## src/design/bitmanip_consts.svh

```systemverilog
`ifndef BITMANIP_CONSTS_SVH
`define BITMANIP_CONSTS_SVH

// ------------------------------
// data path
// ------------------------------

// word width, fixed: rev8 and the clmul product split rely on 32
`define BM_XLEN 32

// bit index taken from rs2 for the single-bit ops
`define BM_IDX_W 5

// bytes per word, orc.b / rev8
`define BM_BYTES 4

// ------------------------------
// carry-less multiplier
// ------------------------------

// iteration counter, msb alone set = 32 steps to go
`define BM_CNT_W 6

`endif

```

## src/design/bitmanip_op_pkg.sv

```systemverilog
package bitmanip_op_pkg;

  // ------------------------------
  // internal operation codes
  // ------------------------------
  typedef enum logic [4:0] {
    OP_NONE,    // unknown encoding, completes with zero
    OP_ANDN,
    OP_ORN,
    OP_XNOR,
    OP_SEXTB,
    OP_SEXTH,
    OP_ZEXTH,
    OP_ORCB,
    OP_REV8,
    OP_SH1ADD,  // one code per shift amount
    OP_SH2ADD,
    OP_SH3ADD,
    OP_BCLR,
    OP_BEXT,
    OP_BINV,
    OP_BSET,
    OP_CLMUL,   // iterative group
    OP_CLMULH,
    OP_CLMULR
  } op_e;

  // ------------------------------
  // instruction field encodings
  // ------------------------------
  localparam logic [6:0] OPC_OP     = 7'b0110011; // reg-reg
  localparam logic [6:0] OPC_OP_IMM = 7'b0010011; // unary forms live here

  localparam logic [6:0] F7_NEG   = 7'b0100000; // andn / orn / xnor
  localparam logic [6:0] F7_SHADD = 7'b0010000;
  localparam logic [6:0] F7_BCLR  = 7'b0100100; // bext shares it
  localparam logic [6:0] F7_BINV  = 7'b0110100;
  localparam logic [6:0] F7_BSET  = 7'b0010100;
  localparam logic [6:0] F7_CLMUL = 7'b0000101;
  localparam logic [6:0] F7_ZEXT  = 7'b0000100; // zext.h, rs2 field zero

  localparam logic [2:0] F3_ANDN   = 3'b111;
  localparam logic [2:0] F3_ORN    = 3'b110;
  localparam logic [2:0] F3_XNOR   = 3'b100;
  localparam logic [2:0] F3_SH1ADD = 3'b010;
  localparam logic [2:0] F3_SH2ADD = 3'b100;
  localparam logic [2:0] F3_SH3ADD = 3'b110;
  localparam logic [2:0] F3_BOP    = 3'b001; // bclr / binv / bset
  localparam logic [2:0] F3_BEXT   = 3'b101;
  localparam logic [2:0] F3_CLMUL  = 3'b001;
  localparam logic [2:0] F3_CLMULR = 3'b010;
  localparam logic [2:0] F3_CLMULH = 3'b011;
  localparam logic [2:0] F3_ZEXTH  = 3'b100;
  localparam logic [2:0] F3_UNARY  = 3'b001; // sext.b / sext.h
  localparam logic [2:0] F3_BYTE   = 3'b101; // orc.b / rev8

  localparam logic [11:0] FN12_SEXTB = 12'h604;
  localparam logic [11:0] FN12_SEXTH = 12'h605;
  localparam logic [11:0] FN12_ORCB  = 12'h287;
  localparam logic [11:0] FN12_REV8  = 12'h698; // rv32 form

endpackage

```

## src/design/bitmanip_ctrl_pkg.sv

```systemverilog
package bitmanip_ctrl_pkg;

  // ------------------------------
  // sequencer states
  // ------------------------------
  typedef enum logic [1:0] {
    S_IDLE,        // waiting for start
    S_START_CLMUL, // clmul start pulse out
    S_BUSY_CLMUL   // waiting for busy to fall
  } state_e;

endpackage

```

## src/design/bitmanip_decode.sv

```systemverilog
`include "bitmanip_consts.svh"

module bitmanip_decode (
  input  logic                 clk_i,
  input  logic                 rstn_i,
  input  logic                 start_i,
  input  logic [11:0]          funct12_i,
  input  logic [2:0]           funct3_i,
  input  logic [6:0]           opcode_i,
  input  logic [`BM_XLEN-1:0]  rs1_i,
  input  logic [`BM_XLEN-1:0]  rs2_i,
  output bitmanip_op_pkg::op_e op_o,       // latched on start
  output logic                 is_clmul_o, // live decode, for the sequencer
  output logic [`BM_XLEN-1:0]  rs1_o,
  output logic [`BM_XLEN-1:0]  rs2_o
);

  bitmanip_op_pkg::op_e op_d;   // decode of the current fields
  logic [6:0]           funct7; // upper part of funct12

  assign funct7 = funct12_i[11:5];

  // ------------------------------
  // field decode
  // ------------------------------
  always_comb begin
    op_d = bitmanip_op_pkg::OP_NONE; // anything unmatched
    if (opcode_i == bitmanip_op_pkg::OPC_OP) begin
      case (funct7)
        bitmanip_op_pkg::F7_NEG: begin
          case (funct3_i)
            bitmanip_op_pkg::F3_ANDN: op_d = bitmanip_op_pkg::OP_ANDN;
            bitmanip_op_pkg::F3_ORN:  op_d = bitmanip_op_pkg::OP_ORN;
            bitmanip_op_pkg::F3_XNOR: op_d = bitmanip_op_pkg::OP_XNOR;
            default:                  op_d = bitmanip_op_pkg::OP_NONE;
          endcase
        end
        bitmanip_op_pkg::F7_SHADD: begin
          case (funct3_i)
            bitmanip_op_pkg::F3_SH1ADD: op_d = bitmanip_op_pkg::OP_SH1ADD;
            bitmanip_op_pkg::F3_SH2ADD: op_d = bitmanip_op_pkg::OP_SH2ADD;
            bitmanip_op_pkg::F3_SH3ADD: op_d = bitmanip_op_pkg::OP_SH3ADD;
            default:                    op_d = bitmanip_op_pkg::OP_NONE;
          endcase
        end
        bitmanip_op_pkg::F7_BCLR: begin // bclr and bext split on funct3
          if (funct3_i == bitmanip_op_pkg::F3_BOP) op_d = bitmanip_op_pkg::OP_BCLR;
          if (funct3_i == bitmanip_op_pkg::F3_BEXT) op_d = bitmanip_op_pkg::OP_BEXT;
        end
        bitmanip_op_pkg::F7_BINV: begin
          if (funct3_i == bitmanip_op_pkg::F3_BOP) op_d = bitmanip_op_pkg::OP_BINV;
        end
        bitmanip_op_pkg::F7_BSET: begin
          if (funct3_i == bitmanip_op_pkg::F3_BOP) op_d = bitmanip_op_pkg::OP_BSET;
        end
        bitmanip_op_pkg::F7_CLMUL: begin
          case (funct3_i)
            bitmanip_op_pkg::F3_CLMUL:  op_d = bitmanip_op_pkg::OP_CLMUL;
            bitmanip_op_pkg::F3_CLMULH: op_d = bitmanip_op_pkg::OP_CLMULH;
            bitmanip_op_pkg::F3_CLMULR: op_d = bitmanip_op_pkg::OP_CLMULR;
            default:                    op_d = bitmanip_op_pkg::OP_NONE;
          endcase
        end
        bitmanip_op_pkg::F7_ZEXT: begin // rs2 field must be x0
          if (funct3_i == bitmanip_op_pkg::F3_ZEXTH && funct12_i[4:0] == 5'd0)
            op_d = bitmanip_op_pkg::OP_ZEXTH;
        end
        default: op_d = bitmanip_op_pkg::OP_NONE;
      endcase
    end else if (opcode_i == bitmanip_op_pkg::OPC_OP_IMM) begin
      // unary forms, whole funct12 compared
      if (funct3_i == bitmanip_op_pkg::F3_UNARY) begin
        if (funct12_i == bitmanip_op_pkg::FN12_SEXTB) op_d = bitmanip_op_pkg::OP_SEXTB;
        if (funct12_i == bitmanip_op_pkg::FN12_SEXTH) op_d = bitmanip_op_pkg::OP_SEXTH;
      end else if (funct3_i == bitmanip_op_pkg::F3_BYTE) begin
        if (funct12_i == bitmanip_op_pkg::FN12_ORCB) op_d = bitmanip_op_pkg::OP_ORCB;
        if (funct12_i == bitmanip_op_pkg::FN12_REV8) op_d = bitmanip_op_pkg::OP_REV8;
      end
    end
  end

  assign is_clmul_o = op_d inside {bitmanip_op_pkg::OP_CLMUL, bitmanip_op_pkg::OP_CLMULH,
                                   bitmanip_op_pkg::OP_CLMULR};

  // ------------------------------
  // capture on start
  // ------------------------------
  always_ff @(posedge clk_i or negedge rstn_i) begin
    if (!rstn_i) begin
      op_o <= bitmanip_op_pkg::OP_NONE;
    end else if (start_i) begin
      op_o <= op_d; // held until next start
    end
  end

  always_ff @(posedge clk_i) begin
    if (start_i) begin
      rs1_o <= rs1_i;
      rs2_o <= rs2_i;
    end
  end

endmodule

```

## src/design/bitmanip_sequencer.sv

```systemverilog
module bitmanip_sequencer (
  input  logic clk_i,
  input  logic rstn_i,
  input  logic start_i,       // only legal while idle
  input  logic is_clmul_i,    // live decode of the started op
  input  logic busy_i,        // clmul still iterating
  output logic clmul_start_o, // one cycle, the cycle after start
  output logic valid_o        // one cycle, result follows next cycle
);

  bitmanip_ctrl_pkg::state_e state_q;

  // ------------------------------
  // control FSM
  // ------------------------------
  always_ff @(posedge clk_i or negedge rstn_i) begin
    if (!rstn_i) begin
      state_q       <= bitmanip_ctrl_pkg::S_IDLE;
      clmul_start_o <= 1'b0;
      valid_o       <= 1'b0;
    end else begin
      clmul_start_o <= 1'b0; // pulses by default
      valid_o       <= 1'b0;
      case (state_q)
        bitmanip_ctrl_pkg::S_IDLE: begin
          if (start_i) begin
            if (is_clmul_i) begin
              clmul_start_o <= 1'b1;
              state_q       <= bitmanip_ctrl_pkg::S_START_CLMUL;
            end else begin
              valid_o <= 1'b1; // single-cycle path, done right away
            end
          end
        end
        // clmul loads on this edge, busy visible next cycle
        bitmanip_ctrl_pkg::S_START_CLMUL: begin
          state_q <= bitmanip_ctrl_pkg::S_BUSY_CLMUL;
        end
        bitmanip_ctrl_pkg::S_BUSY_CLMUL: begin
          if (!busy_i) begin
            valid_o <= 1'b1;
            state_q <= bitmanip_ctrl_pkg::S_IDLE;
          end
        end
        default: begin
          state_q <= bitmanip_ctrl_pkg::S_IDLE;
        end
      endcase
    end
  end

endmodule

```

## src/design/bitmanip_logic_unit.sv

```systemverilog
`include "bitmanip_consts.svh"

module bitmanip_logic_unit (
  input  bitmanip_op_pkg::op_e op_i,
  input  logic [`BM_XLEN-1:0]  rs1_i,
  input  logic [`BM_XLEN-1:0]  rs2_i,
  output logic [`BM_XLEN-1:0]  alu_res_o
);

  logic [`BM_XLEN-1:0] bit_mask; // one-hot at rs2 index
  logic [`BM_XLEN-1:0] orcb_res;
  logic [`BM_XLEN-1:0] rev8_res;

  assign bit_mask = {{(`BM_XLEN-1){1'b0}}, 1'b1} << rs2_i[`BM_IDX_W-1:0];

  // ------------------------------
  // byte-wise ops
  // ------------------------------
  always_comb begin
    for (int b = 0; b < `BM_BYTES; b++) begin
      orcb_res[8*b +: 8] = {8{|rs1_i[8*b +: 8]}};         // nonzero byte -> ff
      rev8_res[8*b +: 8] = rs1_i[8*(`BM_BYTES-1-b) +: 8]; // byte swap
    end
  end

  // ------------------------------
  // result per op
  // ------------------------------
  always_comb begin
    case (op_i)
      // logic with negated rs2
      bitmanip_op_pkg::OP_ANDN: alu_res_o = rs1_i & ~rs2_i;
      bitmanip_op_pkg::OP_ORN:  alu_res_o = rs1_i | ~rs2_i;
      bitmanip_op_pkg::OP_XNOR: alu_res_o = rs1_i ^ ~rs2_i;
      // extension
      bitmanip_op_pkg::OP_SEXTB: alu_res_o = {{(`BM_XLEN-8){rs1_i[7]}}, rs1_i[7:0]};
      bitmanip_op_pkg::OP_SEXTH: alu_res_o = {{(`BM_XLEN-16){rs1_i[15]}}, rs1_i[15:0]};
      bitmanip_op_pkg::OP_ZEXTH: alu_res_o = {{(`BM_XLEN-16){1'b0}}, rs1_i[15:0]};
      bitmanip_op_pkg::OP_ORCB:  alu_res_o = orcb_res;
      bitmanip_op_pkg::OP_REV8:  alu_res_o = rev8_res;
      // shifted add, carry out dropped
      bitmanip_op_pkg::OP_SH1ADD: alu_res_o = rs2_i + {rs1_i[`BM_XLEN-2:0], 1'b0};
      bitmanip_op_pkg::OP_SH2ADD: alu_res_o = rs2_i + {rs1_i[`BM_XLEN-3:0], 2'b00};
      bitmanip_op_pkg::OP_SH3ADD: alu_res_o = rs2_i + {rs1_i[`BM_XLEN-4:0], 3'b000};
      // single bit
      bitmanip_op_pkg::OP_BCLR: alu_res_o = rs1_i & ~bit_mask;
      bitmanip_op_pkg::OP_BEXT: alu_res_o = {{(`BM_XLEN-1){1'b0}}, |(rs1_i & bit_mask)};
      bitmanip_op_pkg::OP_BINV: alu_res_o = rs1_i ^ bit_mask;
      bitmanip_op_pkg::OP_BSET: alu_res_o = rs1_i | bit_mask;
      default: alu_res_o = '0; // OP_NONE and the clmul group
    endcase
  end

endmodule

```

## src/design/bitmanip_clmul.sv

```systemverilog
`include "bitmanip_consts.svh"

module bitmanip_clmul (
  input  logic                 clk_i,
  input  logic                 rstn_i,
  input  logic                 start_i, // load pulse from sequencer
  input  bitmanip_op_pkg::op_e op_i,
  input  logic [`BM_XLEN-1:0]  rs1_i,
  input  logic [`BM_XLEN-1:0]  rs2_i,
  output logic                 busy_o,
  output logic [`BM_XLEN-1:0]  prod_o
);

  localparam logic [`BM_CNT_W-1:0] ITER_LOAD = {1'b1, {(`BM_CNT_W-1){1'b0}}}; // 32 steps

  logic [`BM_CNT_W-1:0]  cnt_q;
  logic [2*`BM_XLEN-1:0] prod_q;    // upper half accumulates, lower half shifts out
  logic [`BM_XLEN-1:0]   rs2_eff;
  logic [`BM_XLEN-1:0]   upper_nxt;
  logic                  is_rev;    // clmulr works on reversed operands

  function automatic logic [`BM_XLEN-1:0] bit_rev(input logic [`BM_XLEN-1:0] x);
    logic [`BM_XLEN-1:0] r;
    for (int i = 0; i < `BM_XLEN; i++) begin
      r[i] = x[`BM_XLEN-1-i];
    end
    return r;
  endfunction

  assign is_rev    = (op_i == bitmanip_op_pkg::OP_CLMULR);
  assign rs2_eff   = is_rev ? bit_rev(rs2_i) : rs2_i;
  assign upper_nxt = prod_q[2*`BM_XLEN-1:`BM_XLEN] ^ (prod_q[0] ? rs2_eff : '0);
  assign busy_o    = |cnt_q;

  // ------------------------------
  // iteration
  // ------------------------------
  always_ff @(posedge clk_i or negedge rstn_i) begin
    if (!rstn_i) begin
      cnt_q <= '0;
    end else if (start_i) begin
      cnt_q <= ITER_LOAD;
    end else if (busy_o) begin
      cnt_q <= cnt_q - 1'b1;
    end
  end

  always_ff @(posedge clk_i) begin
    if (start_i) begin
      prod_q <= {{`BM_XLEN{1'b0}}, (is_rev ? bit_rev(rs1_i) : rs1_i)};
    end else if (busy_o) begin
      prod_q <= {1'b0, upper_nxt, prod_q[`BM_XLEN-1:1]}; // add then shift right
    end
  end

  // pick the half for the op
  always_comb begin
    case (op_i)
      bitmanip_op_pkg::OP_CLMULH: prod_o = prod_q[2*`BM_XLEN-1:`BM_XLEN];
      bitmanip_op_pkg::OP_CLMULR: prod_o = bit_rev(prod_q[`BM_XLEN-1:0]);
      default:                    prod_o = prod_q[`BM_XLEN-1:0];
    endcase
  end

endmodule

```

## src/design/bitmanip_result.sv

```systemverilog
`include "bitmanip_consts.svh"

module bitmanip_result (
  input  logic                 clk_i,
  input  logic                 rstn_i,
  input  logic                 valid_i,
  input  bitmanip_op_pkg::op_e op_i,
  input  logic [`BM_XLEN-1:0]  alu_res_i,
  input  logic [`BM_XLEN-1:0]  prod_i,
  output logic [`BM_XLEN-1:0]  res_o   // nonzero only the cycle after valid
);

  logic                is_clmul;
  logic [`BM_XLEN-1:0] res_sel;

  assign is_clmul = op_i inside {bitmanip_op_pkg::OP_CLMUL, bitmanip_op_pkg::OP_CLMULH,
                                 bitmanip_op_pkg::OP_CLMULR};
  assign res_sel  = is_clmul ? prod_i : alu_res_i;

  always_ff @(posedge clk_i or negedge rstn_i) begin
    if (!rstn_i) begin
      res_o <= '0;
    end else begin
      res_o <= valid_i ? res_sel : '0; // zero between results
    end
  end

endmodule

```

## src/design/bitmanip_top.sv

```systemverilog
`include "bitmanip_consts.svh"

module bitmanip_top (
  input  logic                clk_i,
  input  logic                rstn_i,
  input  logic                start_i,
  input  logic [11:0]         funct12_i,
  input  logic [2:0]          funct3_i,
  input  logic [6:0]          opcode_i,
  input  logic [`BM_XLEN-1:0] rs1_i,
  input  logic [`BM_XLEN-1:0] rs2_i,
  output logic [`BM_XLEN-1:0] res_o,
  output logic                valid_o
);

  bitmanip_op_pkg::op_e op;          // latched operation
  logic                 is_clmul;    // live decode
  logic [`BM_XLEN-1:0]  rs1_q;
  logic [`BM_XLEN-1:0]  rs2_q;
  logic                 clmul_start;
  logic                 clmul_busy;
  logic [`BM_XLEN-1:0]  prod;
  logic [`BM_XLEN-1:0]  alu_res;

  // ------------------------------
  // decode and control
  // ------------------------------
  bitmanip_decode bitmanip_decode_i (
    .clk_i      (clk_i),
    .rstn_i     (rstn_i),
    .start_i    (start_i),
    .funct12_i  (funct12_i),
    .funct3_i   (funct3_i),
    .opcode_i   (opcode_i),
    .rs1_i      (rs1_i),
    .rs2_i      (rs2_i),
    .op_o       (op),
    .is_clmul_o (is_clmul),
    .rs1_o      (rs1_q),
    .rs2_o      (rs2_q)
  );

  bitmanip_sequencer bitmanip_sequencer_i (
    .clk_i         (clk_i),
    .rstn_i        (rstn_i),
    .start_i       (start_i),
    .is_clmul_i    (is_clmul),
    .busy_i        (clmul_busy),
    .clmul_start_o (clmul_start),
    .valid_o       (valid_o)
  );

  // ------------------------------
  // execute and result
  // ------------------------------
  bitmanip_logic_unit bitmanip_logic_unit_i (
    .op_i      (op),
    .rs1_i     (rs1_q),
    .rs2_i     (rs2_q),
    .alu_res_o (alu_res)
  );

  bitmanip_clmul bitmanip_clmul_i (
    .clk_i   (clk_i),
    .rstn_i  (rstn_i),
    .start_i (clmul_start),
    .op_i    (op),
    .rs1_i   (rs1_q),
    .rs2_i   (rs2_q),
    .busy_o  (clmul_busy),
    .prod_o  (prod)
  );

  bitmanip_result bitmanip_result_i (
    .clk_i     (clk_i),
    .rstn_i    (rstn_i),
    .valid_i   (valid_o),
    .op_i      (op),
    .alu_res_i (alu_res),
    .prod_i    (prod),
    .res_o     (res_o)
  );

endmodule

```

## config.mk

```make
export PLATFORM = sky130hd
export DESIGN_NAME = bitmanip_top
export DESIGN_NICKNAME = d
export VERILOG_FILES = /design/src/design/bitmanip_op_pkg.sv /design/src/design/bitmanip_ctrl_pkg.sv /design/src/design/bitmanip_decode.sv /design/src/design/bitmanip_sequencer.sv /design/src/design/bitmanip_logic_unit.sv /design/src/design/bitmanip_clmul.sv /design/src/design/bitmanip_result.sv /design/src/design/bitmanip_top.sv
export VERILOG_INCLUDE_DIRS = /design/src /design/src/design
export SDC_FILE = /design/constraint.sdc
export NUM_CORES = 1
export LEC_CHECK = 0
export BUFFER_PORTS_ARGS = -buffer_cell sky130_fd_sc_hd__buf_4
export CORE_ASPECT_RATIO = 0.5
export CORE_UTILIZATION = 35
export DETAILED_ROUTE_END_ITERATION = 10
export MAX_ROUTING_LAYER = met4
export SYNTH_ARGS = -nofsm -noshare
export SYNTH_HDL_FRONTEND = slang
export SYNTH_SLANG_ARGS = --single-unit
```

## constraint.sdc

```tcl
create_clock -name clk_i -period 7.2 [get_ports clk_i]
set_input_delay 1.44 -clock clk_i [delete_from_list [all_inputs] [get_ports clk_i]]
set_output_delay 1.44 -clock clk_i [all_outputs]
set_load 0.02 [all_outputs]
```

==> reports/results.txt <==
Outcome: finished, final reports clean
Routability cong.: 1.107
Top layer used by detailed routing: met4
Detailed-route DRC error count: 0
Crit path kind: reg2reg
CTS resizes: 0
Routed WL: 70940 µm
Worst vdd ir: 0.0001387 V
Starting Density: 36.07%
Initial drt markers: 2572
Final Cell Area: 18080 µm²
Die width: 304.3 µm
Total CTS buffers: 17
Crit-path slowest cell: dfrtp_1
GRT Total Usage: 30.66%
Period utilization: 57.50%
Final setup viols: 0
Worst Setup End Kind: flip-flop
Crit path arrival time: 4.46 ns
Most used DFF post-synth: edfxtp_1
Yosys warning total: 0
Area leader, netlist: edfxtp_1
Fin. Hold Viols: 0
Clock-pin slew on the worst setup and hold paths: 0.08 ns
Die H: 153.1 µm
CTS max path bufs: 2
CTS Root Buffer Type: clkbuf_16
# IOs: 122
Routed WL per cell: 27.14 µm
Vias in the first global route: 15360
Antenna Nets Post-Route: 0
Largest net degree at the start of global routing: 77
Cell family with most CP delay: simple AND/OR/NAND/NOR gates
Synthesized area: 15990 µm²
Sink Count: 174
Slew headroom: 22.70%
H-tree levels: 4
Clock Latency Late Sink: 0.48 ns
Synth cell types: 91
DR pass1 iterations: 8
Critical Path Start Type: flip-flop
Nets: 2194
Post-synth EDFFs: 96
Initial antenna violation count: 0
Grt ovf: 0
Metal3 WL: 9479 µm
RSZ-0062 raised after global routing: no
Asr flop ratio synth: 27.01%
Synth top cells by count: 207 x nor2_1, 200 x a21oi_1, 175 x nand2_1
Hold-fix buffers at CTS: 0
Most common cell in the netlist: nor2_1
Worst path buffer plus inverter count: 1
IO Port Bufs: 121
# Post-CTS Setup Buffers: 0
# diodes: 0
Data required time of the worst path: 7.52 ns
Worst-margin pin slew: 1.147 ns
Total negative slack: 0 ns
Worst-path cell chain: inv_1 > nand2_1 > nor2_1 > nand2_1 > nor3_1 > a21oi_1 > o211ai_1 > a2111oi_0 > a41oi_2
First-pass GRT wire length: 103400 µm
Synth area leaders: edfxtp_1 18%, dfrtp_1 7.4%, ha_1 7.0%
Yosys reg bits: 174
CP most frequent cell: nand2_1
Clock Skew: 0.01791 ns
Core ar.: 44320 µm²
Cell Area, Placed: 17460 µm²
Die area: 46590 µm²
P_leak: 6.936 nW
Rows: 54
CP peak stage delay: 1.01 ns
TritonCTS clock tree: yes
Share of layout cells above drive strength 1: 13.28%
Max_cap viols: 0
Layout area overhead: 13.06%
Tmin final: 4.140 ns
Mapped Cells: 1951
Critical-path maximum fanout: 20
Synth top area share: 18.03%
Via density: 6.474
Synthesized Nets: 2132
DP HPWL: 51210 µm
Power Density: 251.8 nW/µm²
Maximum clock rate: 0.2415 GHz
Hold Crit Class: reg2reg
Mean Syn Cell Area: 8.195 µm²
Vias after detailed routing: 16920
Metal2 WL: 28290 µm
Register area share after synthesis: 29.27%
Max-slew violations: 0
Met1 WL: 31320 µm
## worst register-to-register path, cell delays in order (launching register included)
cell       delay [ns]
dfrtp_1          1.01
inv_1            0.45
nand2_1          0.32
nor2_1           0.09
nand2_1          0.85
nor3_1           0.16
a21oi_1          0.17
o211ai_1         0.11
a2111oi_0        0.64
a41oi_2          0.18
## registers in the layout, indices dropped and copies added, names as in the netlist
register and cells:
bitmanip_sequencer_i.valid_o 1, bitmanip_result_i.res_o 32, bitmanip_decode_i.rs1_o 32, bitmanip_sequencer_i.clmul_start_o 1
bitmanip_clmul_i.cnt_q 6, bitmanip_sequencer_i.state_q 2, bitmanip_decode_i.op_o 5, bitmanip_clmul_i.prod_q 63
bitmanip_decode_i.rs2_o 32
## per-layer routing
layer / up-vias / GRT usage, %
met5: - / -
met4: 0 / 8.153
met3: 154 / 8.417
met2: 1219 / 41.82
met1: 8016 / 43.74
li1: 7535 / -
## kinds of logic (layout without fill, tap and decap cells)
family,count (synthesis),in the layout,share of synthesized area [%]
AOI/OAI and AO/OA,717,717,29.25
and+or+nand+nor,628,628,18.69
DFF,174,174,29.27
buffers and inverters,149,224,3.944
xor gates and xnor gates,99,99,5.423
adders and majority gates,92,92,7.341
muxes,92,92,6.089
## per-stage QoR
| step | power [W] | util (%) | setup WS, ns | hold WS, ns | std cells |
|---|---|---|---|---|---|
| after detailed placement | 0.003474 | 39.39 | 3.255 | 0.4805 | 2582 |
| after global routing | 0.004753 | 40.78 | 3.038 | 0.5095 | 2614 |
| after floorplan | 0.002807 | - | 4.020 | 0.4471 | 1951 |
| after global placement | 0.003471 | 39.39 | 3.265 | 0.4736 | 2582 |
| final | 0.004551 | 40.78 | 3.060 | 0.4808 | 2614 |
| after CTS | 0.004482 | 40.78 | 3.252 | 0.4843 | 2614 |
## report_power, final
| part | switching (W) | internal (W) | total, W |
|---|---|---|---|
| combinational | 0.00111 | 0.000736 | 0.00185 |
| sequential | 0.000337 | 0.00137 | 0.00170 |
| clock | 0.000526 | 0.000476 | 0.00100 |
| total | 0.00197 | 0.00258 | 0.00455 |
## worst paths after layout
| kind | startpoint | endpoint | depth (start not counted) | slack [ns] |
|---|---|---|---|---|
| setup / recovery | bitmanip_decode_i.op_o[4]$_DFFE_PN0P_ | bitmanip_result_i.res_o[28]$_DFF_PN0_ | 9 | 3.06 |
| hold / removal | bitmanip_sequencer_i.state_q[0]$_DFFE_PN0P_ | bitmanip_sequencer_i.valid_o$_DFF_PN0_ | 1 | 0.48 |
| setup reg to reg | bitmanip_decode_i.op_o[4]$_DFFE_PN0P_ | bitmanip_result_i.res_o[28]$_DFF_PN0_ | 9 | 3.06 |
| hold reg to reg | bitmanip_sequencer_i.state_q[0]$_DFFE_PN0P_ | bitmanip_sequencer_i.valid_o$_DFF_PN0_ | 1 | 0.48 |
| max in group asynchronous | rstn_i | bitmanip_result_i.res_o[16]$_DFF_PN0_ | 1 | 5.59 |
| min in group asynchronous | rstn_i | bitmanip_decode_i.op_o[3]$_DFFE_PN0P_ | 1 | 1.04 |
## placed cells by master (no fill, tap or decap), types with 45 or more instances in the layout
| cell type | Yosys | layout |
|---|---|---|
| a21o_1 | 45 | 45 |
| a21oi_1 | 200 | 200 |
| buf_4 | 3 | 160 |
| edfxtp_1 | 96 | 96 |
| ha_1 | 89 | 89 |
| mux2i_1 | 50 | 50 |
| nand2_1 | 175 | 175 |
| nor2_1 | 207 | 205 |
| o21ai_0 | 136 | 136 |
| o22ai_1 | 45 | 45 |
| xnor2_1 | 50 | 50 |
| xor2_1 | 49 | 49 |
## final cells by class
class / instances / area (µm²)
clock buffer: 17 / 425.4
fill: 4526 / 26250
timing repair buffer: 160 / 1201
multi-input combinational: 1628 / 10720
clock inverter: 15 / 191.4
tap: 588 / 735.7
inverter: 32 / 120.1
sequential: 174 / 4683
(Power assumes the default switching activity.)
